===== config.mk =====
export PLATFORM = sky130hd
export DESIGN_NAME = pp_fill_ctrl
export DESIGN_NICKNAME = d
export VERILOG_FILES = /design/src/pp_pkg.sv /design/src/pp_fill_ctrl.sv
export SDC_FILE = /design/constraint.sdc
export NUM_CORES = 1
export LEC_CHECK = 0
export ABC_AREA = 1
export BUFFER_PORTS_ARGS = -buffer_cell sky130_fd_sc_hd__buf_2
export CAP_MARGIN = 20
export CORE_UTILIZATION = 41
export CTS_CLUSTER_DIAMETER = 50
export DETAILED_ROUTE_END_ITERATION = 8
export GPL_TIMING_DRIVEN = 0
export PLACE_DENSITY = 0.75
export SLEW_MARGIN = 20
export SYNTH_ARGS = -nofsm -noshare
export SYNTH_HDL_FRONTEND = slang
export SYNTH_SLANG_ARGS = --single-unit

===== constraint.sdc =====
create_clock -name i_clk_input -period 1.05 [get_ports i_clk_input]
set_clock_uncertainty 0.05 [all_clocks]
set_input_delay 0.2625 -clock i_clk_input [delete_from_list [all_inputs] [get_ports i_clk_input]]
set_output_delay 0.2625 -clock i_clk_input [all_outputs]
set_load 0.005 [all_outputs]

===== src/pp_pkg.sv =====
// shared widths, bank select and request structs for the ping-pong buffer, imported by every RTL block
package pp_pkg;

  ////////////////////////////////////////////////////////////
  // widths
  ////////////////////////////////////////////////////////////
  localparam int DATA_W = 8;   // one pixel byte
  localparam int ADDR_W = 10;  // bank address, DP up to 1024

  ////////////////////////////////////////////////////////////
  // bank select
  ////////////////////////////////////////////////////////////
  typedef enum logic {
    BANK_0 = 1'b0,  // sram 0
    BANK_1 = 1'b1   // sram 1
  } bank_e;

  // write side request, built combinationally by the fill controller
  typedef struct packed {
    logic              we;    // write strobe
    bank_e             bank;  // bank being filled
    logic [ADDR_W-1:0] addr;  // fill count
    logic [DATA_W-1:0] data;  // pixel byte
  } pp_wr_req_t;

  // read side request, registered by the conv reader
  typedef struct packed {
    logic              rd;        // read strobe
    bank_e             bank;      // bank to read
    logic [ADDR_W-1:0] addr;      // conv address
    logic              in_range;  // addr below DP
  } pp_rd_req_t;

endpackage


===== src/pp_fill_ctrl.sv =====
// input side of the ping-pong buffer, follows the switch level and turns the byte stream into bank writes
`timescale 1ns/1ps

module pp_fill_ctrl
  import pp_pkg::*;
#(
  parameter int DP = 768  // words per fill
) (
  input  logic              i_clk_input,
  input  logic              i_rst_n,
  input  logic              i_en,               // chip enable
  input  logic              i_switch_pingpong,  // level, names fill bank
  input  logic [DATA_W-1:0] i_data_din,
  input  logic              i_data_din_vld,
  output pp_wr_req_t        o_wr_req,           // to bank pair, same cycle
  output bank_e             o_fill_bank,        // to conv reader
  output logic              o_pl_buffer_ready   // one cycle after DP-th write
);

  localparam int CNT_W = ADDR_W + 1;                   // room to hold DP itself
  localparam logic [CNT_W-1:0] DP_CNT = CNT_W'(DP);

  bank_e            fill_bank_q;  // bank under fill
  bank_e            sw_bank;      // bank named by the switch level
  logic [CNT_W-1:0] wr_cnt_q;     // accepted writes this fill
  logic             ready_q;
  logic             sw_change;    // level differs from held bank
  logic             wr_accept;

  ////////////////////////////////////////////////////////////
  // acceptance
  ////////////////////////////////////////////////////////////
  assign sw_bank   = i_switch_pingpong ? BANK_1 : BANK_0;
  assign sw_change = (sw_bank != fill_bank_q);
  assign wr_accept = i_en && i_data_din_vld && (wr_cnt_q < DP_CNT);  // extra bytes dropped

  // write goes out this cycle, old bank, addr = count
  assign o_wr_req.we   = wr_accept;
  assign o_wr_req.bank = fill_bank_q;
  assign o_wr_req.addr = wr_cnt_q[ADDR_W-1:0];
  assign o_wr_req.data = i_data_din;

  ////////////////////////////////////////////////////////////
  // bank level, fill count, ready
  ////////////////////////////////////////////////////////////
  always_ff @(posedge i_clk_input) begin
    if (!i_rst_n) begin
      fill_bank_q <= BANK_0;
      wr_cnt_q    <= '0;
      ready_q     <= 1'b0;
    end else begin
      fill_bank_q <= sw_bank;                                    // one cycle behind the level
      ready_q     <= wr_accept && (wr_cnt_q == DP_CNT - 1'b1);   // DP-th write
      if (sw_change) begin
        wr_cnt_q <= '0;                                          // roles swap, new fill
      end else if (wr_accept) begin
        wr_cnt_q <= wr_cnt_q + 1'b1;
      end
    end
  end

  assign o_fill_bank       = fill_bank_q;
  assign o_pl_buffer_ready = ready_q;

  ////////////////////////////////////////////////////////////
  // checks
  ////////////////////////////////////////////////////////////
  a_wr_addr_below_dp: assert property (@(posedge i_clk_input) disable iff (!i_rst_n)
    o_wr_req.we |-> (o_wr_req.addr < DP))
    else $error("pp_fill_ctrl: write addr %0d not below DP", o_wr_req.addr);

  // a fill completes at most once, so ready can never repeat on the next cycle
  a_ready_single: assert property (@(posedge i_clk_input) disable iff (!i_rst_n)
    o_pl_buffer_ready |=> !o_pl_buffer_ready)
    else $error("pp_fill_ctrl: ready held for two cycles");

endmodule


# After elaboration in Yosys (flattened, before gate mapping)
# Cells that the tools add are included.
word_totals:
  ff_bits: 13
  latchBits: 0
  mem_bits_rw: 0
  rom_bits: 0
  in_bits: 13
  output_inout_bits: 22
  wordCells: 13
  n_memories: 0
op_classes:
  add_sub_neg: 1
  multipliers: 0
  div_mod_pow: 0
  order_cmp: 1
  n_eq_ne: 2
  shift: 0
  muxes: 1
  bitwise_logic: 1
  n_reduce_logical: 4
ops:
  columns: ["op", "n"]
  rows:
  - ["11-bit by 1-bit adder with 11-bit output (second input constant)", 1]
  - ["11-bit by 10-bit equality test with 1-bit output (second input constant)", 1]
  - ["11-bit by 10-bit less-than comparator with 1-bit output (second input constant)", 1]
  - ["1-bit logical AND", 3]
  - ["2-bit OR reduction", 1]
  - ["1-bit two-way mux", 1]
  - ["1-bit != test", 1]
  - ["1-bit inverter", 1]

# Longest topological paths before layout
# Gate-level depths: netlist (run 1).
logic_depth:
  word_depth: 3
  mapped_depth: 7

# Worst setup path after synthesis (run 1)
# OpenSTA, ideal clock, no wires.
synth_path:
  kind: "input port to flip-flop"
  start: "input port wr_cnt_q[0]"
  end: "register wr_cnt_q[6]"
  arrival_time_ns: 1.009
  path_slack_ns: -0.126
  stages: 7
  path_cell_list: "dfxtp_1 ha_1 nand3_1 nor2_4 nand2_1 nor2_1 nor3_2"
synth_via:
  elab_chain_cells: 2
  elab_cells_between_ends: 3
  cone_classes: "add/sub: 1; order compare: 1; reduce/logical: 1"
synth_lines:
  columns: ["item", "line", "text"]
  rows:
  - ["start, declared", "pp_fill_ctrl.sv:25", "logic [CNT_W-1:0] wr_cnt_q;"]
  - ["11-bit by 10-bit less-than comparator with 1-bit output", "pp_fill_ctrl.sv:35", "assign wr_accept = i_en && i_data_din_vld && (wr_cnt_q < DP_CNT);"]
  - ["1-bit logical AND", "pp_fill_ctrl.sv:35", null]
# Parallel ways exist; a longest one is shown, timed or not.
# A chain may end at the register's enable or synchronous reset.

# Worst setup path in the final report (run 1)
layout_path:
  start: "input port wr_cnt_q[9]"
  end: "output port o_wr_req[19] (netlist bit)"
layout_via:
  elab_chain_cells: 2
layout_lines:
  columns: ["item", "line", "text"]
  rows:
  - ["11-bit by 10-bit less-than comparator with 1-bit output", "pp_fill_ctrl.sv:35", null]
  - ["1-bit logical AND", "pp_fill_ctrl.sv:35", null]
  - ["end, declared", "pp_fill_ctrl.sv:15", "output pp_wr_req_t o_wr_req,"]
# Every way passes these cells.

==> results.ini, run 1 <==
[status]
status = complete, but fails checks
violations = setup timing

[yosys]
ys_seq_area_frac = 0.318
synth-main-ff-cell = dfxtp_1
syn_area_um2 = 818
synthTopCellsByCount = buf_4 (20), nand2_1 (17), inv_1 (14)
synth_edf_count = 0
yosys.cell_count.top_type = buf_4
synth.area.top_cells = dfxtp_1 (32%), buf_4 (18%), nand2_1 (7.8%)
ys_async_sr_fraction = 0
syn-instance-count = 106
synth.largest_area_cell = dfxtp_1
ys_warn_count = 0
netlist.area_leader.share = 0.318
synth_nets = 120
ys_ff_latch = 13
synth_cell_type_count = 24
syn_area_per_cell_um2 = 7.72

[cts]
clk_path_buf_depth = 2
cts.sinks = 13
h-tree-depth = 1
root_buffer = clkbuf_4
clk_latency_ps = 290
clk_pin_slew_worst_paths_ps = 80
numCtsBuffers = 3
cts_tree = built

[pwr]
vdd_drop_max_mv = 0.590
swShare = 0.269
internal_power_uw = 740
pwr-share-comb = 0.195
power.leakage_uw = 0.000663
finalPower_uw = 1010
p_per_area_nw_per_um2 = 695
pwr-share-clk = 0.321
pwr-share-seq = 0.483
switchingPower_uw = 272

[die]
die-area_um2 = 2180
initial_core_util = 0.454
ios = 35
die_w_um = 46.7
die_y_um = 46.7
coreArea_um2 = 1800
fp-row-count = 15

[sta]
slew_headroom = 0.779
hold_violations = 0
setup_slack_ps = -376
finalWorstPathRequiredPeriod_ps = 1430
setup_viol = 24
worst-slew-pin-transition_ps = 329
period_share = 1.36
drv_slew = 0
rsz0062_at_grt = true
tns_ps = -4390
max_freq_mhz = 701

[worst_setup_path]
worstPathArrival_ps = 1110
cp_max_fo = 2
worstSetupEndpointType = output pin
cp-start-kind = flop
r2r_slack_ps = -300
path_class = reg2out
crit_required_ps = 740

[place]
pre_cts_ws_ps = -261
port_buffers = 26
gp_congestion = 0.739
placedCellCount = 157
hpwlAfterDp_um = 1110

[global_route]
grt_pass1_wl_um = 3150
track_usage = 0.205
grt_pass1_vias = 731
antenna_found_initial = 0
grt-ovfl-total = 0
grt_max_degree = 9

[layout]
synthToLayoutAreaGrowth_pct = 77.8
nets = 170
final_util = 0.808
n_antenna_cell = 0
final_cells = 180
drive_gt1_frac = 0.742

[route]
drtIter0Drc = 19
drc = 0
vias = 873
drtPass1Iterations = 4
ant_nets = 0
wl_per_cell_um = 13.7
wirelength_um = 2470
via_per_inst = 4.85

[job]
max_cap_violations = 0

[min_path]
min_path_type = in2reg

sequential cells by signal, summed over array words and instances (netlist names):
signal and cells:
o_pl_buffer_ready 1, wr_cnt_q 11, o_fill_bank 1
cell type report:
class / count / area (um2)
clock buffer: 4 / 26.3
timing repair buffer: 48 / 403
sequential: 13 / 293
inverter: 18 / 75.1
multi-input combinational: 54 / 458
buffer: 18 / 169
tap: 25 / 31.3
fill: 103 / 347
metal layers:
layer  routed length [um]  track usage
met5                    0            0
met4                  102       0.0971
met3                  150       0.0392
met2                 1230        0.344
met1                  991        0.249
final timing paths:
| kind | end | cells past startpoint | startpoint |
|---|---|---|---|
| max | o_wr_req[19] | 6 | wr_cnt_q[9]$_SDFFE_PP0P_ |
| min | o_fill_bank$_SDFF_PN0_ | 3 | i_rst_n |
| max reg2reg | wr_cnt_q[7]$_SDFFE_PP0P_ | 10 | wr_cnt_q[10]$_SDFFE_PP0P_ |
| min reg2reg | wr_cnt_q[0]$_SDFFE_PP0P_ | 1 | wr_cnt_q[0]$_SDFFE_PP0P_ |
layout by cell type (no fill, tap or decap), drive strengths merged:
| cell | synthesis | final |
|---|---|---|
| xnor2 | 1 | 1 |
| nand4 | 2 | 2 |
| nor3 | 5 | 5 |
| a31oi | 1 | 1 |
| inv | 17 | 18 |
| buf | 21 | 66 |
| clkbuf | 0 | 4 |
| nand3 | 6 | 6 |
| o21ai | 2 | 2 |
| a21oi | 8 | 8 |
| ha | 1 | 1 |
| nand2 | 18 | 18 |
| dfxtp | 13 | 13 |
| nor2 | 10 | 10 |
kinds of logic (layout without fill, tap and decap cells):
group | after synthesis | after routing | synth area share
XOR/XNOR | 1 | 1 | 0.0107
AND/OR/NAND/NOR | 41 | 41 | 0.303
AO/OA/AOI/OAI | 11 | 11 | 0.0734
buffers and inverters | 39 | 88 | 0.280
adder cells (fa/ha/maj) | 1 | 1 | 0.0153
flip-flops | 13 | 13 | 0.318
per-stage QoR:
stage          cell area (um2)  hold slack [ps]
2_1_floorplan              856              306
4_1_cts                   1310              142
5_1_grt                   1460              179
6_report                  1460              183
3_5_place_dp              1020              394
3_3_place_gp              1020              386
worst max-delay path, stage by stage (launching register included):
cell and delay [ps]:
dfxtp_2 350, nand2_2 70, inv_4 70, nor2_8 40
buf_6 110, buf_6 100, buf_6 100
power groups by stage:
stage,Clock [uW],Sequential (uW),Combinational (uW)
after floorplan,0,510,84.2
after detailed placement,0,510,126
after CTS,326,491,166
after global routing,370,490,211
after global placement,0,510,125
final,325,489,198
what timing repair did:
| action | 4_1_cts | 5_1_grt |
|---|---|---|
| hold endpoints to repair | 0 | 0 |
| hold buffers | 0 | 0 |
| setup buffers | 17 | 5 |
| gates cloned | 1 | 0 |
| resized for setup | 41 | 31 |
| endpoints found under the setup margin | 25 | 25 |
| pin swaps | 12 | 14 |
Power figures use the tool's default switching activity.
==> run 2, diff against run 1 <==
--- a/config.mk
+++ b/config.mk
@@ -8,12 +8,12 @@
 export ABC_AREA = 1
 export BUFFER_PORTS_ARGS = -buffer_cell sky130_fd_sc_hd__buf_2
 export CAP_MARGIN = 20
-export CORE_UTILIZATION = 41
+export CORE_UTILIZATION = 46
 export CTS_CLUSTER_DIAMETER = 50
 export DETAILED_ROUTE_END_ITERATION = 8
 export GPL_TIMING_DRIVEN = 0
-export PLACE_DENSITY = 0.75
-export SLEW_MARGIN = 20
+export PLACE_DENSITY = 0.8
+export SLEW_MARGIN = 30
 export SYNTH_ARGS = -nofsm -noshare
 export SYNTH_HDL_FRONTEND = slang
 export SYNTH_SLANG_ARGS = --single-unit
==> constraint.sdc (replaced) <==
create_clock -name i_clk_input -period 1.4 [get_ports i_clk_input]
set_clock_uncertainty 0.05 [all_clocks]
set_input_delay 0.35 -clock i_clk_input [delete_from_list [all_inputs] [get_ports i_clk_input]]
set_output_delay 0.35 -clock i_clk_input [all_outputs]
set_load 0.005 [all_outputs]
==> results.ini, run 2 (synthesis gave the netlist of run 1 again) <==
[die]
fp-row-count = 14  ; -1
die_y_um = 44.2  ; -5.4%
die-area_um2 = 1950  ; -10%
die_w_um = 44.2  ; -5.4%
initial_core_util = 0.519  ; +0.0649
coreArea_um2 = 1580  ; -13%
ios = 35  ; unchanged

[layout]
finalInstanceArea_um2 = 1050  ; -28%
final_cells = 155  ; -14%
regMostFlops = wr_cnt_q
n_antenna_cell = 0  ; unchanged
drive_gt1_frac = 0.540  ; -0.202
nets = 154  ; -9.4%
largest_reg_flops = 11  ; unchanged
final_common_cell = buf_2
synthToLayoutAreaGrowth_pct = 28.4
final_util = 0.667  ; -0.141
layout.cells.most_common_list = buf_2 (25), buf_4 (22), nand2_1 (16)

[route]
drtIter0Drc = 27  ; +8
vias = 742  ; -15%
wirelength_um = 1600  ; -35%
via_per_inst = 4.79  ; -1.3%
drtPass1Iterations = 6  ; +2
wl_per_cell_um = 10.3  ; -25%
drc = 0  ; unchanged
ant_nets = 0  ; unchanged

[cts]
clk_path_buf_depth = 2  ; unchanged
clk_pin_slew_worst_paths_ps = 80  ; about the same
clk_latency_ps = 280  ; about the same
cts.sinks = 13  ; unchanged
cts_tree = built
root_buffer = clkbuf_4
numCtsBuffers = 3  ; unchanged
cts_hold_buf = 0  ; unchanged
h-tree-depth = 1  ; unchanged

[sta]
finalWorstPathRequiredPeriod_ps = 1410
setup_viol = 1  ; -96%
rsz0062_at_grt = true
tns_ps = -12.6  ; +4370 ps
hold_violations = 0  ; unchanged
drv_slew = 0  ; unchanged
period_share = 1.01
setup_slack_ps = -12.6  ; +363 ps
worst-slew-pin-transition_ps = 242  ; -86.4 ps
slew_headroom = 0.838  ; +0.0588
max_freq_mhz = 708

[worst_setup_path]
crit_chain = nand2_2 -> inv_4 -> nor2_8 -> buf_6 -> buf_6
crit_family = flip-flops
cp-start-kind = flop
worstPathArrival_ps = 1010  ; -100 ps
cp_max_fo = 2  ; unchanged
crit_required_ps = 1000  ; +260 ps
r2r_cells = 5  ; -5
cp-startpoint = wr_cnt_q[8]$_SDFFE_PP0P_
crit_end = o_wr_req[19]
path_depth = 5  ; -1
r2r_slack_ps = 90  ; +390 ps
r2r-end = wr_cnt_q[8]$_SDFFE_PP0P_
path_buf_inv = 3  ; -1
critPathSlowestCell = dfxtp_2
slowest_delay_ps = 330  ; -20 ps
reg2reg_from = wr_cnt_q[0]$_SDFFE_PP0P_
path_class = reg2out
worstSetupEndpointType = output pin
cpMostUsedCell = buf_6

[place]
hpwlAfterDp_um = 1150  ; +4.3%
placedCellCount = 148  ; -5.7%
port_buffers = 26  ; unchanged
gp_congestion = 0.734  ; -0.65%
dpl-instance-area_um2 = 968  ; -4.8%

[global_route]
grt-ovfl-total = 0  ; unchanged
track_usage = 0.187  ; -0.0180
grt_pass1_wl_um = 2660  ; -15%
antenna_found_initial = 0  ; unchanged
grt_pass1_vias = 674  ; -7.8%
grt_max_degree = 11  ; +2

[job]
max_cap_violations = 0  ; unchanged

[pwr]
p_per_area_nw_per_um2 = 682  ; -1.8%
vdd_drop_max_mv = 0.462  ; -22%
power.leakage_uw = 0.000509  ; -23%
finalPower_uw = 717  ; -29%

[status]
status = complete, but fails checks
violations = setup timing

[min_path]
min_from = i_rst_n
min_path_type = in2reg

-- run 2: cell count changes in the layout (fill, tap and decap cells not counted), sizes merged --
cell	delta
buf	-16
clkinv	+1
inv	-1
-- run 2: what timing repair did --
item                       CTS  global route
hold endpoints to repair     0             0
setup buffers                4             0
setup endpoints to repair    1             7
pin swaps                    1             2
gates resized for setup      9             5
-- run 2: metrics by stage --
step | hold WS (ps) | setup WS, ps
finish | 227 | -12.6
global route | 241 | -60.0
CTS | 222 | -50.6
detailed placement | 380 | -94.5
global placement | 373 | -82.7
floorplan | 366 | 152
-- run 2: how the worst min path moves through the flow --
stage	to	cells past startpoint
floorplan	wr_cnt_q[10]$_SDFFE_PP0P_	2
global placement	wr_cnt_q[10]$_SDFFE_PP0P_	2
detailed placement	wr_cnt_q[10]$_SDFFE_PP0P_	2
CTS	o_fill_bank$_SDFF_PN0_	3
global route	o_fill_bank$_SDFF_PN0_	3
finish	o_fill_bank$_SDFF_PN0_	3
-- run 2: worst min-delay path, stage by stage --
cell     delay [ps]
buf_2            90
nand2_1          50
inv_1            40
-- run 2: where the power goes --
| part | switching [uW] | internal (uW) |
|---|---|---|
| sequential | 3.58 | 372 |
| clock | 132 | 111 |
| combinational | 45.4 | 53.1 |
-- run 2: final cells by class --
class	instances	area, um2
buffer	20	154
inverter	18	75.1
fill	127	526
tap	16	20.0
timing repair buffer	30	170
multi-input combinational	54	339
sequential	13	267
clock buffer	4	26.3
-- run 2: metal layers --
layer	share of wire	vias to the layer above	global-route usage
li1	-	374	-
met1	0.39	333	0.201
met2	0.52	30	0.338
met3	0.053	5	0.0245
met4	0.030	0	0.127
met5	0	-	0
