$ cat config.mk
export PLATFORM = sky130hd
export DESIGN_NAME = pp_conv_reader
export DESIGN_NICKNAME = d
export VERILOG_FILES = /design/src/pp_pkg.sv /design/src/pp_conv_reader.sv
export SDC_FILE = /design/constraint.sdc
export NUM_CORES = 1
export LEC_CHECK = 0
export BUFFER_PORTS_ARGS = -buffer_cell sky130_fd_sc_hd__buf_2
export CORE_MARGIN = 2
export CORE_UTILIZATION = 45
export CTS_CLUSTER_DIAMETER = 80
export DETAILED_ROUTE_END_ITERATION = 10
export GPL_ROUTABILITY_DRIVEN = 0
export PLACE_DENSITY = 0.78
export SYNTH_ARGS = -nofsm -noshare
export SYNTH_HDL_FRONTEND = slang
export SYNTH_SLANG_ARGS = --single-unit
$ cat constraint.sdc
create_clock -name i_clk_input -period 2 [get_ports i_clk_input]
set_input_delay 0.3 -clock i_clk_input [delete_from_list [all_inputs] [get_ports i_clk_input]]
set_output_delay 0.3 -clock i_clk_input [all_outputs]
set_load 0.05 [all_outputs]
$ cat src/pp_pkg.sv
// shared widths, bank select and request structs for the ping-pong buffer, imported by every RTL block
package pp_pkg;

  ////////////////////////////////////////////////////////////
  // widths
  ////////////////////////////////////////////////////////////
  localparam int DATA_W = 8;   // one pixel byte
  localparam int ADDR_W = 10;  // bank address, DP up to 1024

  ////////////////////////////////////////////////////////////
  // bank select
  ////////////////////////////////////////////////////////////
  typedef enum logic {
    BANK_0 = 1'b0,  // sram 0
    BANK_1 = 1'b1   // sram 1
  } bank_e;

  // write side request, built combinationally by the fill controller
  typedef struct packed {
    logic              we;    // write strobe
    bank_e             bank;  // bank being filled
    logic [ADDR_W-1:0] addr;  // fill count
    logic [DATA_W-1:0] data;  // pixel byte
  } pp_wr_req_t;

  // read side request, registered by the conv reader
  typedef struct packed {
    logic              rd;        // read strobe
    bank_e             bank;      // bank to read
    logic [ADDR_W-1:0] addr;      // conv address
    logic              in_range;  // addr below DP
  } pp_rd_req_t;

endpackage

$ cat src/pp_conv_reader.sv
// output side of the ping-pong buffer, issues conv reads to the idle bank and returns data with a valid
`timescale 1ns/1ps

module pp_conv_reader
  import pp_pkg::*;
#(
  parameter int DP = 768  // words per bank
) (
  input  logic              i_clk_input,
  input  logic              i_rst_n,
  input  logic              i_en,             // chip enable
  input  bank_e             i_fill_bank,      // bank under fill
  input  logic              i_conv_rd,        // read strobe
  input  logic [ADDR_W-1:0] i_conv_addr,
  output pp_rd_req_t        o_rd_req,         // to bank pair
  input  logic [DATA_W-1:0] i_rd_data,        // from bank pair
  output logic [DATA_W-1:0] o_conv_dout,
  output logic              o_conv_dout_vld   // two edges after strobe
);

  localparam logic [ADDR_W:0] DP_LIM = (ADDR_W + 1)'(DP);

  logic              rd_issue;   // strobe accepted
  logic              rd_vld_q;   // stage 1, sram read next edge
  bank_e             rd_bank_q;
  logic              rd_inr_q;
  logic [ADDR_W-1:0] rd_addr_q;
  logic              vld_s2;     // stage 2, data on i_rd_data
  logic              inr_s2;

  assign rd_issue = i_conv_rd && i_en;

  ////////////////////////////////////////////////////////////
  // stage 1, request register
  ////////////////////////////////////////////////////////////
  always_ff @(posedge i_clk_input) begin
    if (!i_rst_n) begin
      rd_vld_q  <= 1'b0;
      rd_bank_q <= BANK_1;
      rd_inr_q  <= 1'b0;
    end else begin
      rd_vld_q <= rd_issue;
      if (rd_issue) begin
        rd_bank_q <= (i_fill_bank == BANK_0) ? BANK_1 : BANK_0;  // idle bank
        rd_inr_q  <= ({1'b0, i_conv_addr} < DP_LIM);            // range check
      end
    end
  end

  always_ff @(posedge i_clk_input) begin
    if (rd_issue) begin
      rd_addr_q <= i_conv_addr;  // payload
    end
  end

  assign o_rd_req.rd       = rd_vld_q;
  assign o_rd_req.bank     = rd_bank_q;
  assign o_rd_req.addr     = rd_addr_q;
  assign o_rd_req.in_range = rd_inr_q;

  ////////////////////////////////////////////////////////////
  // stage 2 and output
  ////////////////////////////////////////////////////////////
  always_ff @(posedge i_clk_input) begin
    if (!i_rst_n) begin
      vld_s2          <= 1'b0;
      inr_s2          <= 1'b0;
      o_conv_dout_vld <= 1'b0;
      o_conv_dout     <= '0;
    end else begin
      vld_s2          <= rd_vld_q;
      inr_s2          <= rd_inr_q;
      o_conv_dout_vld <= vld_s2;
      if (vld_s2) begin
        o_conv_dout <= inr_s2 ? i_rd_data : '0;  // out of range reads zero
      end
    end
  end

  // whole read path through the bank pair is a fixed three-register pipe
  a_vld_latency: assert property (@(posedge i_clk_input) disable iff (!i_rst_n)
    ($past(i_rst_n, 1) && $past(i_rst_n, 2) && $past(i_rst_n, 3))
      |-> (o_conv_dout_vld == $past(rd_issue, 3)))
    else $error("pp_conv_reader: dout valid out of step with read strobe");

endmodule

* Word level (Yosys, flattened, before mapping)
Cells that the tools add are included.
** Operators by class
- $add $sub $neg :: 0
- Multipliers :: 0
- Div/mod/pow operators :: 0
- Magnitude comparators :: 1
- Equality and inequality tests :: 0
- Shift-type cells :: 0
- Mux-type cells :: 2
- Bitwise operators :: 0
- Reductions and logical operators :: 1
** Operators with widths (number)
- $lt 10x10->1 const B :: 1
- $mux 8 :: 1
- $logic_and 1x1->1 :: 1
- $mux 1 :: 1
** Word-level totals
- Register bits :: 24
- Bits in latches :: 0
- Bits in writable memories :: 0
- Bits in read-only memories :: 0
- Output and inout bits :: 22
- Word-level logic and storage cells :: 12
- Memories kept :: 0

* Longest topological paths before layout
Gate-level depths: netlist (run 1).
- Word-level depth :: 1
- Mapped depth :: 3
- Depth with buffers taken out :: 2

* Worst setup path after synthesis (run 1)
OpenSTA, ideal clock, no wires.
- Path type :: input -> register
- From :: input port i_conv_rd
- To :: register rd_addr_q[0] (enable)
- Data arrival time :: 0.624 ns
- Required time :: 1.652 ns
- Setup slack :: 1.028 ns
- Cell stages on the path :: 1
- Buffers on the path :: 0
- Cells stage by stage :: and2_1
** On the way
- Longest elaborated chain between the ends :: 1
** RTL lines
- start, declared :: RTL line pp_conv_reader.sv:13 : input logic i_conv_rd,
- $logic_and 1x1->1 :: RTL line pp_conv_reader.sv:31 : assign rd_issue = i_conv_rd && i_en;
- end signal, assigned :: RTL line pp_conv_reader.sv:52 : rd_addr_q <= i_conv_addr;
- end, declared :: RTL line pp_conv_reader.sv:27 : logic [ADDR_W-1:0] rd_addr_q;
No other way between the ends.
A chain may end at the register's enable or synchronous reset.

* Worst setup path after layout (run 1)
- From :: input port o_conv_dout[2]
- To :: output port o_conv_dout[2]
** RTL lines
- start, declared :: RTL line pp_conv_reader.sv:17 : output logic [DATA_W-1:0] o_conv_dout,
No word-level cell between the ends.

==> results of run 1 <==
## cells in the final DEF, fill, tap and decap left out, drive strengths merged
cell	netlist	routed
a21boi	8	8
a21oi	1	1
and2	4	4
and3	2	2
buf	6	44
clkbuf	0	3
clkinv	0	1
dfxtp	14	14
edfxtp	10	10
nand2b	8	8
nand3	8	8
nand4	1	1
o211a	1	1
o21ai	1	1
## layout make-up
type,instances,area share [%]
clock buffers,3,1.938
clock inverters,1,0.3229
multi-input cells,34,25.94
flip-flops and latches,24,49.95
well taps,27,2.906
repair buffers,44,18.95
## cell families (layout without fill, tap and decap cells)
kind of cell / Yosys count / in the layout / synth area share [%]
buf+inv: 6 / 48 / 5.368
compound gates: 11 / 11 / 11.81
simple gates: 23 / 23 / 20.54
flops: 24 / 24 / 62.28
## flip-flops by register name, summed over array words and instances (netlist names)
signal           count
rd_vld_q             1
o_conv_dout          8
rd_addr_q           10
vld_s2               1
inr_s2               1
o_conv_dout_vld      1
rd_bank_q            1
rd_inr_q             1
## metal layers
metal / routed length, um / track usage [%] / vias up
met5: 0 / 0 / -
met4: 19 / 5.556 / 0
met3: 106 / 5.455 / 2
met2: 825 / 26.35 / 22
met1: 560 / 16.07 / 289
li1: - / - / 306
## per-stage QoR
step / cell area, um^2 / util [%]
after floorplan: 932.1 / -
after global placement: 1136 / 57.91
after detailed placement: 1136 / 57.91
after CTS: 1162 / 59.25
after global routing: 1162 / 59.25
final: 1162 / 59.25
## power by group through the flow
| stage | clock network (mW) | logic (mW) | registers, mW |
|---|---|---|---|
| after floorplan | 0 | 0.0383 | 0.599 |
| after global placement | 0 | 0.121 | 0.551 |
| after detailed placement | 0 | 0.123 | 0.553 |
| after CTS | 0.212 | 0.123 | 0.542 |
| after global routing | 0.230 | 0.129 | 0.544 |
| final | 0.200 | 0.122 | 0.541 |
## cell usage after synthesis
master and number:
dfxtp_1 14, edfxtp_1 10, a21boi_2 8, nand3_2 8
nand2b_2 7, and2_1 4, buf_4 3, and3_1 2
buf_6 2, a21oi_1 1, buf_2 1, nand2b_1 1
nand4_1 1, o211a_1 1, o21ai_1 1
## path summary, 6_finish.rpt
path,from,end,slack (ns)
hold reg to reg,o_conv_dout[3]$_SDFFE_PN0P_,o_conv_dout[3]$_SDFFE_PN0P_,0.47
setup reg to reg,vld_s2$_SDFF_PN0_,o_conv_dout[0]$_SDFFE_PN0P_,0.91
setup / recovery,o_conv_dout[2]$_SDFFE_PN0P_,o_conv_dout[2],0.75
hold / removal,i_conv_addr[5],rd_addr_q[5]$_DFFE_PP_,0.16
==> results.toml, run 1 <==
[grt]
grt_overflow = 0
grt_use_total_pct = 14.84
grt_pass1_wl_um = 2718
grt_max_degree = 18
antenna_found_initial = 0
grt_pass1_vias = 616

[pwr]
clockPowerShare_pct = 23.2
total_power_mw = 0.8622
seqPwrFrac_pct = 62.7
switchingPower_mw = 0.2232
p_leak_nw = 0.4812
internal-power_mw = 0.6390
peakVddDrop_v = 0.0005627
p_per_area_mw_per_mm2 = 741.8
swShare_pct = 25.89
power_frac_comb_pct = 14.1

[cts]
holdBufCountCts = 0
postCtsResizedCells = 0
clk_latency_ns = 0.30
cts_tree = "yes"
clk_pin_slew_ns = 0.12
cts_sinks = 24
postCtsSetupRepairBufs = 0
htreeDepth = 1
root_buffer = "clkbuf_4"
cts_buffers = 3
clk_path_buf_depth = 2

[sta]
rsz0062_at_grt = "no"
slew_viol_final = 0
setup_viol = 0
final.setup.tns_ns = 0
relSlewSlack_pct = 60.78
setup_slack_ns = 0.7537
finalCritPeriodShare_pct = 62.32
period_needed_ns = 1.246
finalClockSkew_ns = 0.003131
max_freq_mhz = 802.4
worst_pin_slew_ns = 0.5875
hold_ws_ns = 0.1647
hold_viol = 0

[logic_synthesis]
syn_avg_cell_area_um2 = 14.56
syn_area_um2 = 932.1
ys_types = 15
netlist_instances = 64
yosysTopAreaCell = "edfxtp_1"
synthTopCellsByArea = "edfxtp_1 32%, dfxtp_1 30%, a21boi_2 9.7%"
synthesis.nets = 87
yosysTopAreaCellShare_pct = 32.21
synth_warnings = 0
postSynthRegisterBits = 24
ys_seq_area_share_pct = 62.28

[final_layout]
nFillCells = 190
area_growth_pct = 24.70
stdcell_count = 133
drive_gt1_share_pct = 66.04
multi_input_area_um2 = 301.5
nets = 130
diodes = 0
regArea_um2 = 580.6

[worst_setup_path]
crit_buf_inv = 1
cp.arrival_ns = 0.95
crit_family = "flip-flops"
r2r_cells = 2
worst-path-stages = 1
critPathRequiredTime_ns = 1.70
cp-start-kind = "register"
critPathKind = "reg2out"
crit_slowest_cell = "dfxtp_1"
crit_path_end_kind = "output port"
cp_cell_sequence = "buf_2"
path_max_fanout = 2
slowest_delay_ns = 0.37

[floorplan]
initial_core_util_pct = 47.51
core_region_area_mm2 = 0.001962
die_y_um = 49.51
die_area_mm2 = 0.002451
die_w_um = 49.51
placementRows = 16
num_io_pins = 45

[place]
dpl.cell_count = 129
pre_cts_slack_ns = 0.7803
io_buffers = 44

[drt]
first_iter_violations = 4
vias_per_cell = 4.654
finalWirelength_um = 1511
ant_nets = 0
drc = 0
via_count = 619
drt_pass1_iterations = 2
post_drt_wl_per_cell_um = 11.36

[job]
maxCapViolCount = 0

[min_path]
hold_path_class = "in2reg"
min_delay_path_depth = 1

[run_status]
status = "complete, no violations"
No activity file was read; power rests on OpenSTA's default activity.
==> run 2, diff against run 1 <==
ABC_AREA = 1   (was not set)
CORE_UTILIZATION = 38   (was 45)
PLACE_DENSITY = 0.73   (was 0.78)
clock period = 1.1 ns   (was 2 ns; I/O delays follow)
==> run 2 against run 1 <==
First-iteration DRC count increased to 3.8 times the previous value. Clock power increased by 85%. Sequential cell count unchanged. Utilization decreased by 3.6 points. Cell count increased by 9.0%. Global-route usage decreased by 2.3 points. Largest power group unchanged.
==> results.toml, run 2 <==
[drt]
via_count = 628
drc = 0
drt_pass1_iterations = 4
vias_per_cell = 4.331
first_iter_violations = 15
finalWirelength_um = 1557
post_drt_wl_per_cell_um = 10.74
ant_nets = 0

[worst_setup_path]
r2r_slack_ns = 0.16
crit_path_end_kind = "output port"
slowest_delay_ns = 0.34
reg2reg_to = "o_conv_dout[4]$_SDFFE_PN0P_"
critPathKind = "reg2out"
crit_buf_inv = 1
r2r_cells = 3
critPathRequiredTime_ns = 0.94
rr_startpoint = "vld_s2$_SDFF_PN0_"
cp.arrival_ns = 0.88
path_max_fanout = 1
crit_family = "flip-flops"
cp-start-kind = "register"
cp_cell_sequence = "buf_2"
crit_slowest_cell = "edfxtp_1"

[place]
pre_cts_slack_ns = 0.1879
dpl.cell_count = 141
io_buffers = 44
dpl.hpwl_um = 1150
place_area_mm2 = 0.001035

[final_layout]
diodes = 0
final_common_cell = "buf_2"
design_area_mm2 = 0.001114
top_regs = "rd_addr_q (10), o_conv_dout (8)"
area_growth_pct = 35.88
largest_register_ffs = 10
final_cell_mix = "26 x buf_2, 18 x nand2_1, 14 x dfxtp_1"
top_register = "rd_addr_q"
stdcell_count = 145
drive_gt1_share_pct = 43.22
nets = 142

[cts]
cts_buffers = 3
htreeDepth = 1
root_buffer = "clkbuf_4"
cts_tree = "yes"
cts_sinks = 24
clk_latency_ns = 0.29
clk_path_buf_depth = 2
holdBufCountCts = 0
clk_pin_slew_ns = 0.12

[grt]
grt_max_degree = 14
antenna_found_initial = 0
grt_pass1_wl_um = 2318
grt_overflow = 0
grt_use_total_pct = 12.52
grt_pass1_vias = 552

[logic_synthesis]
synth_commonest_cells = "18 x nand2_1, 14 x dfxtp_1, 10 x edfxtp_1, 10 x nand3_1, 8 x a21oi_1"
yosysTopAreaCell = "edfxtp_1"
syn_area_um2 = 819.5
yosysTopAreaCellShare_pct = 36.64
synth_top_family_by_area = "simple AND/OR/NAND/NOR gates"
synthSimpleGateAreaFrac_pct = 14.35
dominantRegCellSynth = "dfxtp_1"
async_flop_share_pct = 0
synthTopCellsByArea = "edfxtp_1 37%, dfxtp_1 34%, nand2_1 8.2%"
synth_edf_count = 10
synth_warnings = 0
syn_avg_cell_area_um2 = 10.93
ys_seq_area_share_pct = 70.84
synth_fa_ha_area_share_pct = 0
muxShareOfSynthArea_pct = 0
netlist_instances = 75
ys_types = 11
post-synth-top-count-cell = "nand2_1"
synth_compound_area_share_pct = 4.885
synthXorXnorAreaFrac_pct = 0
postSynthRegisterBits = 24
synthesis.nets = 98

[sta]
setup_viol = 0
finalClockSkew_ns = 0.0008431
finalCritPeriodShare_pct = 95.24
setup_slack_ns = 0.05237
hold_viol = 0
worst_pin_slew_ns = 0.3654
period_needed_ns = 1.048
slew_viol_final = 0
relSlewSlack_pct = 75.61
max_freq_mhz = 954.5

[min_path]
min_delay_path_depth = 1
holdCritStartpoint = "i_conv_addr[6]"
min_to = "rd_addr_q[6]$_DFFE_PP_"
hold_path_class = "in2reg"

[pwr]
p_leak_nw = 0.5258
swShare_pct = 25.89
power_frac_comb_pct = 15.1
clockPowerShare_pct = 23.2
internal-power_mw = 1.179
total_power_mw = 1.591
peakVddDrop_v = 0.0006973
seqPwrFrac_pct = 61.8
switchingPower_mw = 0.4120
p_per_area_mw_per_mm2 = 1429

[floorplan]
die_w_um = 50.44
core_region_area_mm2 = 0.002002
die_area_mm2 = 0.002544
initial_core_util_pct = 40.94
num_io_pins = 45
placementRows = 16
die_y_um = 50.44

[run_status]
status = "complete, no violations"

[job]
maxCapViolCount = 0
run 2: changes by cell type after synthesis, moves of 2 or more:
| cell | previous run | this run |
|---|---|---|
| nand2_1 | 0 | 18 |
| nand3_1 | 0 | 10 |
| a21boi_2 | 8 | 0 |
| nand3_2 | 8 | 0 |
| a21oi_1 | 1 | 8 |
| nand2b_2 | 7 | 0 |
| inv_1 | 0 | 6 |
| and2_1 | 4 | 0 |
| inv_2 | 0 | 3 |
| and3_1 | 2 | 0 |
run 2: kinds of logic (layout without fill, tap and decap cells):
family,after synthesis,in the layout
simple gates,28,28
flops,24,24
buf+inv,15,58
compound gates,8,8
run 2: worst max-delay path by stage:
stage,startpoint,end,cells past startpoint
after floorplan,o_conv_dout[0]$_SDFFE_PN0P_,o_conv_dout[0]$_SDFFE_PN0P_,2
after global placement,vld_s2$_SDFF_PN0_,o_conv_dout[2]$_SDFFE_PN0P_,3
after detailed placement,vld_s2$_SDFF_PN0_,o_conv_dout[4]$_SDFFE_PN0P_,3
after CTS,rd_bank_q$_SDFFE_PN1P_,o_rd_req[11],1
after global routing,rd_addr_q[5]$_DFFE_PP_,o_rd_req[6],1
final,rd_addr_q[2]$_DFFE_PP_,o_rd_req[3],1
run 2: power groups by stage:
stage / Sequential (mW) / Clock [mW] / Combinational, mW
6_report: 0.983 / 0.369 / 0.240
5_1_grt: 0.988 / 0.430 / 0.253
4_1_cts: 0.980 / 0.384 / 0.226
3_5_place_dp: 1.00 / 0 / 0.225
3_3_place_gp: 1.00 / 0 / 0.222
2_1_floorplan: 1.09 / 0 / 0.0694
run 2: routing by layer:
| layer | wire [um] | part of all wire, % | GRT usage, % | vias to the layer above |
|---|---|---|---|---|
| li1 | - | - | - | 325 |
| met4 | 24 | 1.5 | 8.108 | 0 |
| met1 | 643 | 41 | 15.25 | 271 |
| met3 | 110 | 7.1 | 2.976 | 2 |
| met2 | 778 | 50 | 19.74 | 30 |
| met5 | 0 | 0 | 0 | - |
run 2: layout make-up:
type                    instances  area [um^2]
repair buffers                 44        272.8
clock buffers                   4        26.28
flip-flops and latches         24        580.6
inverters                      10        42.54
fillers                       179        888.4
multi-input cells              36        157.7
well taps                      27        33.78
run 2: what timing repair did:
| item | in CTS | in global routing |
|---|---|---|
| setup buffers | 0 | 0 |
| resized for setup | 1 | 28 |
| setup endpoints to repair | 1 | 17 |
run 2: metrics by stage:
stage | hold slack (ns) | utilization [%] | TNS [ns]
final | 0.03556 | 55.63 | 0
after global routing | 0.004079 | 55.63 | -0.004498
after global placement | 0.3416 | 51.69 | 0
after floorplan | 0.2496 | - | 0
after detailed placement | 0.3435 | 51.69 | 0
after CTS | 0.02478 | 53.13 | 0
run 2: worst reg2reg max path, cell delays in order, from the launching register on:
cell	delay, ns
dfxtp_1	0.56
clkinv_4	0.14
nand2_1	0.08
a21oi_1	0.07
